### config.mk
export PLATFORM = sky130hd
export DESIGN_NAME = zx_page_regs
export DESIGN_NICKNAME = d
export VERILOG_FILES = /design/src/zx_pkg.sv /design/src/zx_page_regs.sv
export SDC_FILE = /design/constraint.sdc
export NUM_CORES = 1
export LEC_CHECK = 0
export ABC_AREA = 1
export BUFFER_PORTS_ARGS = -buffer_cell sky130_fd_sc_hd__buf_2
export CAP_MARGIN = 20
export CORE_UTILIZATION = 38
export CTS_CLUSTER_DIAMETER = 150
export CTS_CLUSTER_SIZE = 12
export DETAILED_ROUTE_END_ITERATION = 8
export PLACE_DENSITY = 0.74
export SLEW_MARGIN = 10
export SYNTH_ARGS = -nofsm -noshare
export SYNTH_HDL_FRONTEND = slang
export SYNTH_SLANG_ARGS = --single-unit
### constraint.sdc
create_clock -name clk_sys -period 1.1 [get_ports clk_sys]
set_input_delay 0 -clock clk_sys [delete_from_list [all_inputs] [get_ports clk_sys]]
set_output_delay 0 -clock clk_sys [all_outputs]
set_load 0.01 [all_outputs]
### src/zx_pkg.sv
// Shared types, enums and layout constants of the memory and port core
package zx_pkg;

	// ============================================================
	// Store layout
	// ============================================================
	localparam int PAGE_BITS     = 14;	// Offset inside a 16K page
	localparam int RAM_PAGES     = 8;
	localparam int ROM_PAGES     = 4;	// ROM r sits at flat page RAM_PAGES + r
	localparam int FLAT_BITS     = 18;
	localparam int PAGE_IDX_BITS = FLAT_BITS - PAGE_BITS;
	localparam int STORE_BYTES   = (RAM_PAGES + ROM_PAGES) << PAGE_BITS;

	// I/O decode
	localparam logic [7:0] PORT_KEMPSTON = 8'h1F;
	localparam logic [7:0] IO_IDLE_DATA  = 8'hFF;	// Undecoded read
	localparam int KEY_ROWS = 8;
	localparam int KEY_COLS = 5;

	typedef enum logic [1:0] {
		MODEL_48,
		MODEL_128,
		MODEL_PLUS3
	} zx_model_e;

	typedef enum logic [1:0] {
		BUS_IDLE,
		BUS_MEM,	// Store access, retried while the loader writes
		BUS_ACK
	} bus_state_e;

	// ============================================================
	// Bus bundles
	// ============================================================
	typedef struct packed {
		logic        cyc;
		logic        stb;
		logic        we;
		logic        io;	// I/O space when set
		logic [15:0] adr;
		logic [7:0]  dat;
	} wb_req_t;

	typedef struct packed {
		logic       ack;
		logic [7:0] dat;
	} wb_rsp_t;

	typedef struct packed {
		logic                 wr;
		logic [FLAT_BITS-1:0] adr;
		logic [7:0]           dat;
	} ld_req_t;

	typedef struct packed {
		logic        io_wr;	// One-cycle pulses
		logic        mem_rd;
		logic        mem_wr;
		logic [15:0] adr;
		logic [7:0]  dat;
	} bus_cmd_t;

	typedef struct packed {
		zx_model_e  model;
		logic [7:0] reg_7ffd;
		logic [7:0] reg_1ffd;
		logic       locked;
	} page_state_t;

endpackage

### src/zx_page_regs.sv
// Paging registers 7FFD and 1FFD with lock, and the machine model latch
module zx_page_regs (
	input  logic                clk_sys,
	input  logic                reset,
	input  zx_pkg::zx_model_e   model,
	input  zx_pkg::bus_cmd_t    cmd,
	output zx_pkg::page_state_t page
);
	import zx_pkg::*;

	zx_model_e  model_q;
	logic [7:0] reg_7ffd;
	logic [7:0] reg_1ffd;
	logic       locked;
	logic       dec_7ffd;
	logic       dec_1ffd;
	logic       is_plus3;

	assign is_plus3 = (model_q == MODEL_PLUS3);

	// ============================================================
	// Port decode
	// ============================================================
	// 128K style partial decode, +3 also needs A14 high
	always_comb begin
		dec_7ffd = !cmd.adr[15] && !cmd.adr[1] && (!is_plus3 || cmd.adr[14]);
		if (model_q == MODEL_48) begin
			dec_7ffd = 1'b0;	// No paging on the 48K
		end
	end

	assign dec_1ffd = is_plus3 && (cmd.adr[15:12] == 4'b0001) && !cmd.adr[1];

	// Model only moves while reset is high
	always_ff @(posedge clk_sys) begin
		if (reset) begin
			model_q  <= model;
			reg_7ffd <= 8'h00;
			reg_1ffd <= 8'h00;
			locked   <= 1'b0;
		end else if (cmd.io_wr && !locked) begin
			if (dec_7ffd) begin
				reg_7ffd <= cmd.dat;
				locked   <= cmd.dat[5];	// Stays set until next reset
			end else if (dec_1ffd) begin
				reg_1ffd <= cmd.dat;
			end
		end
	end

	assign page = '{
		model:    model_q,
		reg_7ffd: reg_7ffd,
		reg_1ffd: reg_1ffd,
		locked:   locked
	};

endmodule

Word level (Yosys, flattened, before mapping)

Index checks and enable logic that the tools add are counted.

Reduce and logical (&&, ||, !) cells: 13
Multiplexer cells: 1
Bitwise logic cells: 1
Equal/unequal tests: 2

Operator list:

| operator           | count |
|---|---|
| $logic_and 1x1->1  | 5 |
| $eq 4x1->1 const B | 1 |
| $logic_not 1->1    | 4 |
| $reduce_and 3->1   | 1 |
| $eq 2x2->1 const B | 1 |
| $logic_not 2->1    | 1 |
| $reduce_and 2->1   | 1 |
| $logic_or 1x1->1   | 1 |
| $mux 1             | 1 |
| $not 1->1          | 1 |

Output and inout port bits: 19
Logic and storage cells: 21
Bits of input ports: 31
Bits in registers: 19

Longest topological paths before layout

Gate-level depths: netlist of the first run.

Word-level depth: 7
Mapped depth: 7

Worst setup path before layout of the first run

OpenSTA, ideal clock, no wires.

Path type: register -> register
From: register model_q[0]
To: register reg_1ffd[0]
Library setup time: 113 ps
Buffers on the path: 0
Required time: 987 ps
Slack: -117 ps
Cell stages (with the launch flop): 7
Arrival: 1,104 ps
Cells stage by stage: edfxtp_1 -> nor2_1 -> nand2_1 -> nor2_4 -> nand4_1 -> nand2_1 -> nor2_1

Cells in the longest elaborated chain, start to end: 7
Elaborated cells between the ends (all ways): 10
Classes of those cells: 1 x eq/ne; 1 x mux; 1 x bitwise; 7 x reduce/logical

Ends and longest elaborated chain:

| item                         | RTL line           | RTL |
|---|---|---|
| from (decl)                  | zx_page_regs.sv:11 | `zx_model_e model_q;` |
| from (signal assigned)       | zx_page_regs.sv:37 | `model_q <= model;` |
| $eq 2x2->1                   | zx_page_regs.sv:19 | `assign is_plus3 = (model_q == MODEL_PLUS3);` |
| $logic_not 1->1              | zx_page_regs.sv:26 | `dec_7ffd = !cmd.adr[15] && !cmd.adr[1] && (!is_plus3 \|\| cmd.adr[14]);` |
| $logic_or 1x1->1             | zx_page_regs.sv:26 |  |
| $logic_and 1x1->1            | zx_page_regs.sv:26 |  |
| $mux 1                       | zx_page_regs.sv:27 | `if (model_q == MODEL_48) begin` |
| $not 1->1 (no line)          | n/a                |  |
| $reduce_and 3->1 (no line) * | n/a                |  |
| to (signal assigned)         | zx_page_regs.sv:46 | `reg_1ffd <= cmd.dat;` |
| to (decl)                    | zx_page_regs.sv:13 | `logic [7:0] reg_1ffd;` |

Every way passes the cells marked *; elsewhere a longest branch is shown, timed or not.
A chain may end at the register's enable or synchronous reset.

Final worst setup path of the first run

From: register model_q[1]
To: register reg_7ffd[7]

Cells in the longest elaborated chain, start to end: 6
Elaborated cells between the ends (all ways): 7
Classes of those cells: 1 x eq/ne; 1 x mux; 5 x reduce/logical

Ends and longest elaborated chain:

| item                         | RTL line           | RTL |
|---|---|---|
| $eq 2x2->1                   | zx_page_regs.sv:19 |  |
| $logic_not 1->1              | zx_page_regs.sv:26 |  |
| $logic_or 1x1->1             | zx_page_regs.sv:26 |  |
| $logic_and 1x1->1            | zx_page_regs.sv:26 |  |
| $mux 1 *                     | zx_page_regs.sv:27 |  |
| $reduce_and 2->1 (no line) * | n/a                |  |
| to (signal assigned)         | zx_page_regs.sv:43 | `reg_7ffd <= cmd.dat;` |
| to (decl)                    | zx_page_regs.sv:12 | `logic [7:0] reg_7ffd;` |

Marks and branches as above.

==> run_results.csv, run 1 <==
group,metric,value,unit
critical_path,crit_path_start,"model_q[1]",
global_routing,antenna_found_initial,0,
global_routing,grt_pass1_vias,788,
critical_path,endpoint_kind,"flop",
critical_path,crit_required,1.29,ns
floorplan,rows,16,
global_routing,grt_max_degree,16,
route,wirelength,2.116,mm
route,first_iter_violations,14,
sta,report.final.slew_viol_count,0,
min_path,holdPathStages,5,
power,max-vdd-ir-drop,0.0007628,V
finish,finish.net_count,191,
job,max_cap_violations,0,
power,p_per_area,1059,mW/mm2
sta,slew_headroom,76.72,%
power,p_leak,0.6796,nW
place,dp_hpwl,1.337,mm
route,ant_nets,0,
finish,fill_cells,170,
sta,tightest_slew,0.3488,ns
sta,min_period_over_period,109.6,%
clock_tree,htree_levels,1,
sta,period_minus_slack,1.206,ns
finish,final_util,62.81,%
logic_synthesis,synthesis.area,844.6,um2
critical_path,crit_arrival,1.39,ns
finish,final_cell_mix,"buf_2 (36), nor2_1 (30), dfxtp_1 (16)",
critical_path,critical_path_class,"flop to flop",
clock_tree,cts.clk_slew.worst_paths,0.11,ns
global_routing,overflow,0,
critical_path,rrSetupSlack,-0.11,ns
clock_tree,clock_path_buffers,2,
clock_tree,clockRootBuffer,"clkbuf_4",
run_status,violations,"negative setup slack",
route,viasPerCell,4.634,
sta,rsz0062_at_grt,"yes",
floorplan,die_y,49.15,um
sta,timing.final.ws_setup,-0.1057,ns
floorplan,die_area,0.002415,mm2
logic_synthesis,avgSynthCellArea,8.121,um2
logic_synthesis,ys_seq_area_share,45.04,%
critical_path,reg2reg_depth,7,
global_routing,grt_usage,18.95,%
critical_path,path_max_fanout,7,
route,drc,0,
floorplan,core,0.002022,mm2
floorplan,start_util,41.77,%
floorplan,die_width,49.15,um
logic_synthesis,synthCells,104,
critical_path,cp-start-kind,"flop",
finish,drive_gt1_share,40.25,%
clock_tree,cts.sinks,18,
route,vias,862,
route,wl_per_cell,11.38,um
finish,area_growth,50.37,%
sta,hold_ws,0.1474,ns
min_path,holdCritPathClass,"input port to flop",
finish,final_common_cell,"buf_2",
sta,skew,0.008318,ns
clock_tree,cts_tree,"built",
logic_synthesis,synth_area_leaders,"dfxtp_1 (38%), nor2_1 (14%), nor2_8 (7.1%)",
logic_synthesis,synth_top_area_share,37.93,%
global_routing,grt_pass1_wl,3.512,mm
place,routabilityCongestion,0.7810,
critical_path,endpoint,"reg_7ffd[7]",
route,dr.pass1.iters,4,
logic_synthesis,ys_ff_latch,18,
run_status,status,"finished with violations",
floorplan,io_pins,50,
critical_path,r2r_start,"model_q[1]",
critical_path,worstReg2RegEnd,"reg_7ffd[7]",
logic_synthesis,yosys_warnings,0,
logic_synthesis,synth_top_cell_by_area,"dfxtp_1",
clock_tree,cts_inserted_buffers,3,
sta,hold_violations,0,
place,place_ws,-0.03736,ns
place,port_buffers,36,
logic_synthesis,synthesis.nets,135,
logic_synthesis,ys_types,15,
sta,finalSetupViolCount,16,
finish,diodes,0,
clock_tree,clk_latency,0.29,ns
sta,fmax,829.4,MHz
[sequential cells by signal (all words and copies together) (netlist names)]
register and count:
model_q 2, reg_1ffd 8, reg_7ffd 8
[metal layers]
layer,vias to the layer above,GRT usage [%],part of all wire (%)
li1,437,-,-
met1,376,22.69,40
met5,-,0,0
met2,37,32.19,50
met3,12,2.492,4.6
met4,0,10.78,5.5
[cell usage after synthesis]
| master | number |
|---|---|
| nand4_4 | 1 |
| nor2_1 | 31 |
| o21ai_0 | 7 |
| nand2_4 | 3 |
| nor2_4 | 2 |
| inv_2 | 2 |
| nand4_1 | 8 |
| dfxtp_1 | 16 |
| edfxtp_1 | 2 |
| nor2_8 | 3 |
| nand2_1 | 13 |
| a21oi_1 | 1 |
| buf_1 | 1 |
| inv_1 | 12 |
| buf_4 | 2 |
[stage by stage]
stage / instances / area [um2] / power (mW) / TNS [ns]
after floorplan: 104 / 849.6 / 0.8122 / -0.6480
after detailed placement: 167 / 1067 / 0.8919 / -0.3956
after global placement: 167 / 1067 / 0.8900 / -0.02348
after global routing: 186 / 1270 / 1.412 / -2.276
final: 186 / 1270 / 1.345 / -1.282
after CTS: 184 / 1247 / 1.350 / -0.5888
[worst max-delay path, stage by stage, from the launching register on]
cell and delay (ns):
edfxtp_1 0.42, nand2_2 0.10, nand2_2 0.11, nand2_4 0.11
nor2_8 0.13, inv_2 0.08, nor2_1 0.09, nor2_1 0.05
[what timing repair did]
action,CTS,global route
setup endpoints to repair,15,16
setup buffers,1,1
gates cloned,1,1
hold buffers,11,0
hold endpoints to repair,12,0
pin swaps,2,1
resized for setup,1,3
[cell families after synthesis]
group	Yosys count	share of synthesized area (%)
AO/OA/AOI/OAI	8	4.740
buffers and inverters	17	8.443
flip-flops	18	45.04
AND/OR/NAND/NOR	61	41.78
[report_power, final]
| part | switching, mW | total (mW) | internal (mW) | leakage (nW) |
|---|---|---|---|---|
| combinational | 0.134 | 0.246 | 0.112 | 0.510 |
| clock | 0.202 | 0.403 | 0.201 | 0.0210 |
| sequential | 0.0123 | 0.695 | 0.683 | 0.149 |
[final cells by class]
| cell class | instances | area [um2] | area share (%) |
|---|---|---|---|
| multi-input combinational | 71 | 426.7 | 33.60 |
| sequential | 18 | 380.4 | 29.95 |
| timing repair buffer | 52 | 340.3 | 26.80 |
| inverter | 14 | 52.55 | 4.138 |
| clock buffer | 4 | 36.28 | 2.857 |
| tap | 27 | 33.78 | 2.660 |
[how the worst min path moves through the flow]
stage | from | endpoint | slack, ns
4_1_cts | cmd[20] | reg_1ffd[0] | 0.12
2_1_floorplan | reset | reg_7ffd[5] | 0.07
5_1_grt | cmd[20] | reg_1ffd[6] | 0.16
3_5_place_dp | model[1] | model_q[1] | 0.18
6_report | cmd[20] | reg_1ffd[0] | 0.15
3_3_place_gp | model[0] | model_q[0] | 0.18
(Power assumes the default switching activity.)
==> run 2, diff against run 1 <==
--- a/config.mk
+++ b/config.mk
@@ -8,11 +8,13 @@
 export ABC_AREA = 1
 export BUFFER_PORTS_ARGS = -buffer_cell sky130_fd_sc_hd__buf_2
 export CAP_MARGIN = 20
+export CORE_MARGIN = 2
 export CORE_UTILIZATION = 38
 export CTS_CLUSTER_DIAMETER = 150
 export CTS_CLUSTER_SIZE = 12
 export DETAILED_ROUTE_END_ITERATION = 8
 export PLACE_DENSITY = 0.74
+export SETUP_SLACK_MARGIN = 0.15
 export SLEW_MARGIN = 10
 export SYNTH_ARGS = -nofsm -noshare
 export SYNTH_HDL_FRONTEND = slang
==> run_results.csv, run 2 (synthesis gave the netlist of run 1 again) <==
group,metric,value,unit
sta,timing.final.ws_setup,-0.1097,ns
sta,period_minus_slack,1.210,ns
place,dp_cells,168,
place,dp_hpwl,1.341,mm
route,first_iter_violations,12,
clock_tree,clk_latency,0.30,ns
clock_tree,cts.clk_slew.worst_paths,0.11,ns
floorplan,die_width,51.15,um
finish,biggestRegsByFlops,"reg_1ffd (8), reg_7ffd (8), model_q (2)",
sta,min_period_over_period,110.0,%
route,ant_nets,0,
global_routing,antenna_found_initial,0,
critical_path,cp_slowest_cell,"edfxtp_1",
finish,final_cell_mix,"buf_2 (36), nor2_1 (23), dfxtp_1 (16)",
clock_tree,htree_levels,1,
clock_tree,cts_inserted_buffers,3,
power,p_per_area,1010,mW/mm2
sta,report.final.slew_viol_count,0,
finish,finish.net_count,186,
place,routabilityCongestion,0.7809,
route,viasPerCell,4.566,
finish,area_growth,51.41,%
place,place_ws,-0.05058,ns
global_routing,overflow,0,
sta,skew,0.01973,ns
critical_path,critical_path_class,"flop to flop",
finish,diodes,0,
floorplan,start_util,39.31,%
critical_path,crit_chain,"nand2_2 -> nand2_4 -> nand2_8 -> nor2_8 -> inv_8 -> nor2_2 -> nor2_1",
clock_tree,clock_path_buffers,2,
global_routing,grt_max_degree,16,
finish,fin_cells,182,
floorplan,die_y,51.15,um
critical_path,crit_required,1.28,ns
run_status,status,"finished with violations",
sta,tightest_slew,0.3704,ns
sta,setup_tns,-1.081,ns
run_status,violations,"negative hold slack, negative setup slack",
power,p_leak,0.6585,nW
sta,hold_ws,-0.09740,ns
route,dr.pass1.iters,4,
floorplan,rows,17,
global_routing,grt_pass1_vias,733,
global_routing,grt_usage,16.35,%
route,wirelength,2.144,mm
clock_tree,cts_tree,"built",
place,port_buffers,36,
sta,slew_headroom,75.28,%
finish,drive_gt1_share,46.10,%
route,drc,0,
sta,rsz0062_at_grt,"yes",
critical_path,cp-start-kind,"flop",
critical_path,cp_slowest_stage_delay,0.43,ns
floorplan,io_pins,50,
sta,fmax,826.7,MHz
sta,finalSetupViolCount,15,
floorplan,die_area,0.002616,mm2
clock_tree,cts_hold_buf,7,
critical_path,endpoint_kind,"flop",
clock_tree,clockRootBuffer,"clkbuf_4",
critical_path,path_max_fanout,7,
finish,final_common_cell,"buf_2",
global_routing,grt_pass1_wl,3.153,mm
min_path,holdCritPathClass,"input port to flop",
floorplan,core,0.002148,mm2
critical_path,crit_arrival,1.39,ns
route,wl_per_cell,11.78,um
power,max-vdd-ir-drop,0.0006572,V
clock_tree,cts.sinks,18,
sta,hold_violations,3,
job,max_cap_violations,0,
route,vias,831,
-- run 2: final timing paths --
path                                  start     endpoint  slack (ns)  cells after the start
worst max register to register   model_q[1]  reg_7ffd[2]       -0.11                      7
worst max-delay path             model_q[1]  reg_7ffd[2]       -0.11                      7
worst min register to register  reg_1ffd[6]  reg_1ffd[6]        0.48                      2
worst min-delay path                  reset  reg_7ffd[5]        -0.1                      2
-- run 2: power breakdown --
group          switching, mW  internal (mW)  total [mW]
logic                  0.148          0.107       0.255
clock network          0.200          0.141       0.341
registers             0.0126          0.683       0.696
-- run 2: critical path: cells and delay by family (launching register included) --
| family | cells | cell delay [ns] |
|---|---|---|
| and+or+nand+nor | 6 | 0.59 |
| DFF | 1 | 0.43 |
| buffers and inverters | 1 | 0.07 |
-- run 2: repair_timing --
| item | in CTS | in global routing |
|---|---|---|
| pin swaps | 5 | 6 |
| endpoints found under the setup margin | 16 | 16 |
| resized for setup | 7 | 16 |
| hold endpoints to repair | 10 | 3 |
| gates cloned | 2 | 0 |
| setup buffers | 1 | 0 |
-- run 2: cell type report --
type / count / area, um2
fill: 182 / 869.6
tap: 28 / 35.03
inverter: 14 / 60.06
clock buffer: 4 / 26.28
timing repair buffer: 47 / 296.5
sequential: 18 / 380.4
multi-input combinational: 71 / 480.5
-- run 2: metrics by stage --
| step | hold slack, ns | cell area (um2) | total power [mW] | util [%] |
|---|---|---|---|---|
| final | -0.09740 | 1279 | 1.291 | 59.52 |
| after global routing | -0.08907 | 1279 | 1.348 | 59.52 |
| after CTS | -0.1024 | 1226 | 1.276 | 57.08 |
| after detailed placement | 0.1788 | 1069 | 0.8927 | 49.74 |
| after global placement | 0.1763 | 1069 | 0.8899 | 49.74 |
| after floorplan | 0.06907 | 849.6 | 0.8122 | - |
-- run 2: per-layer routing --
metal,vias to the layer above,global-route usage [%],part of all wire [%]
li1,428,-,-
met1,378,17.18,41
met2,19,30.52,53
met3,6,2.047,2.8
met4,0,9.910,3.5
met5,-,0,0
==> run 3, diff against run 2 <==
--- a/config.mk
+++ b/config.mk
@@ -9,11 +9,12 @@
 export BUFFER_PORTS_ARGS = -buffer_cell sky130_fd_sc_hd__buf_2
 export CAP_MARGIN = 20
 export CORE_MARGIN = 2
-export CORE_UTILIZATION = 38
+export CORE_UTILIZATION = 40
+export CTS_BUF_LIST = sky130_fd_sc_hd__clkbuf_8
 export CTS_CLUSTER_DIAMETER = 150
 export CTS_CLUSTER_SIZE = 12
 export DETAILED_ROUTE_END_ITERATION = 8
-export PLACE_DENSITY = 0.74
+export PLACE_DENSITY = 0.78
 export SETUP_SLACK_MARGIN = 0.15
 export SLEW_MARGIN = 10
 export SYNTH_ARGS = -nofsm -noshare
==> constraint.sdc (replaced) <==
create_clock -name clk_sys -period 1.01 [get_ports clk_sys]
set_input_delay 0 -clock clk_sys [delete_from_list [all_inputs] [get_ports clk_sys]]
set_output_delay 0 -clock clk_sys [all_outputs]
set_load 0.01 [all_outputs]
==> run_results.csv, run 3 (synthesis gave the netlist of run 1 again) <==
group,metric,value,unit
finish,final_common_cell,"buf_2",
floorplan,die_area,0.002495,mm2
critical_path,endpoint,"reg_1ffd[1]",
sta,slew_headroom,75.61,%
finish,biggestRegsByFlops,"reg_1ffd (8), reg_7ffd (8), model_q (2)",
clock_tree,cts.clk_slew.worst_paths,0.07,ns
finish,register_area,381.6,um2
critical_path,critical_path_class,"flop to flop",
clock_tree,clk_latency,0.25,ns
run_status,status,"finished with violations",
critical_path,rrSetupSlack,-0.22,ns
global_routing,grt_usage,17.28,%
finish,area_growth,49.04,%
sta,min_period_over_period,121.6,%
floorplan,die_width,49.95,um
critical_path,crit_arrival,1.38,ns
sta,report.final.slew_viol_count,0,
critical_path,cp-start-kind,"flop",
global_routing,antenna_found_initial,0,
floorplan,io_pins,50,
clock_tree,clock_path_buffers,2,
floorplan,core,0.001982,mm2
run_status,violations,"negative setup slack",
critical_path,cp_slowest_stage_delay,0.44,ns
route,wirelength,2.110,mm
critical_path,crit_chain,"nor2_2 -> nand2_2 -> nor2_4 -> nand4_1 -> nand2_1 -> nor2_1",
route,first_iter_violations,20,
power,p_leak,0.6623,nW
place,port_buffers,36,
critical_path,path_max_fanout,8,
critical_path,cp.depth,6,
route,viasPerCell,4.693,
finish,multi_input_area,460.4,um2
power,p_per_area,1266,mW/mm2
clock_tree,htree_levels,1,
clock_tree,cts_inserted_buffers,3,
critical_path,crit_buf_inv,0,
finish,diodes,0,
sta,hold_ws,0.0008658,ns
sta,hold_violations,0,
clock_tree,clockRootBuffer,"clkbuf_8",
min_path,holdPathStages,1,
route,vias,840,
clock_tree,cts.sinks,18,
route,ant_nets,0,
critical_path,reg2reg_depth,6,
global_routing,grt_pass1_vias,792,
global_routing,overflow,0,
finish,final_cell_mix,"buf_2 (36), nor2_1 (24), dfxtp_1 (15)",
critical_path,cp_top_family,"simple AND/OR/NAND/NOR gates",
finish,finish.net_count,184,
critical_path,crit_path_start,"model_q[0]",
place,dp_hpwl,1.353,mm
global_routing,grt_max_degree,16,
sta,tightest_slew,0.3654,ns
sta,skew,0.005959,ns
clock_tree,cts_tree,"built",
finish,fill_cells,147,
global_routing,grt_pass1_wl,3.339,mm
power,finalPower,1.593,mW
sta,fmax,814.3,MHz
critical_path,endpoint_kind,"flop",
critical_path,r2r_start,"model_q[0]",
sta,rsz0062_at_grt,"yes",
min_path,holdCritPathClass,"input port to flop",
place,routabilityCongestion,0.7376,
route,drc,0,
sta,timing.final.ws_setup,-0.2180,ns
floorplan,start_util,42.61,%
sta,finalSetupViolCount,16,
floorplan,rows,16,
sta,period_minus_slack,1.228,ns
place,place_ws,-0.1606,ns
route,wl_per_cell,11.79,um
finish,drive_gt1_share,47.37,%
critical_path,cp_slowest_cell,"edfxtp_1",
power,max-vdd-ir-drop,0.0009668,V
route,dr.pass1.iters,5,
floorplan,die_y,49.95,um
critical_path,worstReg2RegEnd,"reg_1ffd[1]",
critical_path,crit_required,1.16,ns
job,max_cap_violations,0,
run 3: worst min path at each step:
stage | startpoint | end | slack, ns
6_report | reset | model_q[1] | 0.0009
5_1_grt | reset | model_q[1] | -0.007
4_1_cts | reset | reg_7ffd[5] | -0.04
3_5_place_dp | model[1] | model_q[1] | 0.18
3_3_place_gp | model[1] | model_q[1] | 0.18
2_1_floorplan | reset | reg_7ffd[5] | 0.07
run 3: power breakdown:
part | total, mW | switching (mW) | internal [mW]
logic | 0.261 | 0.153 | 0.107
clock network | 0.575 | 0.230 | 0.346
registers | 0.757 | 0.0128 | 0.745
run 3: layout make-up:
type | count | share of cell area, %
inverters | 14 | 4.573
repair buffers | 45 | 21.47
well taps | 27 | 2.684
multi-input cells | 71 | 36.58
flip-flops and latches | 18 | 30.32
clock buffers | 4 | 4.374
run 3: timing repair:
action,in CTS,in global routing
resized for setup,5,12
cloned,2,0
endpoints found under the hold margin,6,1
endpoints found under the setup margin,16,20
setup buffers,1,2
pin swaps,7,7
hold buffers,3,1
run 3: worst register-to-register path: stages, from the launching register on:
cell and delay, ns:
edfxtp_1 0.44, nor2_2 0.15, nand2_2 0.08, nor2_4 0.16, nand4_1 0.15, nand2_1 0.11
nor2_1 0.04
run 3: metal layers:
layer / routed length [um] / vias to the layer above / global-route usage (%) / share of wire, %
met5: 0 / - / 0 / 0
met4: 29 / 0 / 8.333 / 1.4
met3: 109 / 4 / 2.424 / 5.2
met2: 1107 / 26 / 30.89 / 52
met1: 864 / 384 / 20.00 / 41
li1: - / 426 / - / -
run 3: metrics by stage:
step / utilization (%) / cell area [um2] / std cells / setup TNS (ns)
after global routing: 63.51 / 1259 / 179 / -3.741
after global placement: 53.47 / 1060 / 166 / -1.451
after detailed placement: 53.47 / 1060 / 166 / -2.198
final: 63.51 / 1259 / 179 / -2.358
after CTS: 60.61 / 1201 / 176 / -2.225
after floorplan: - / 849.6 / 104 / -2.047
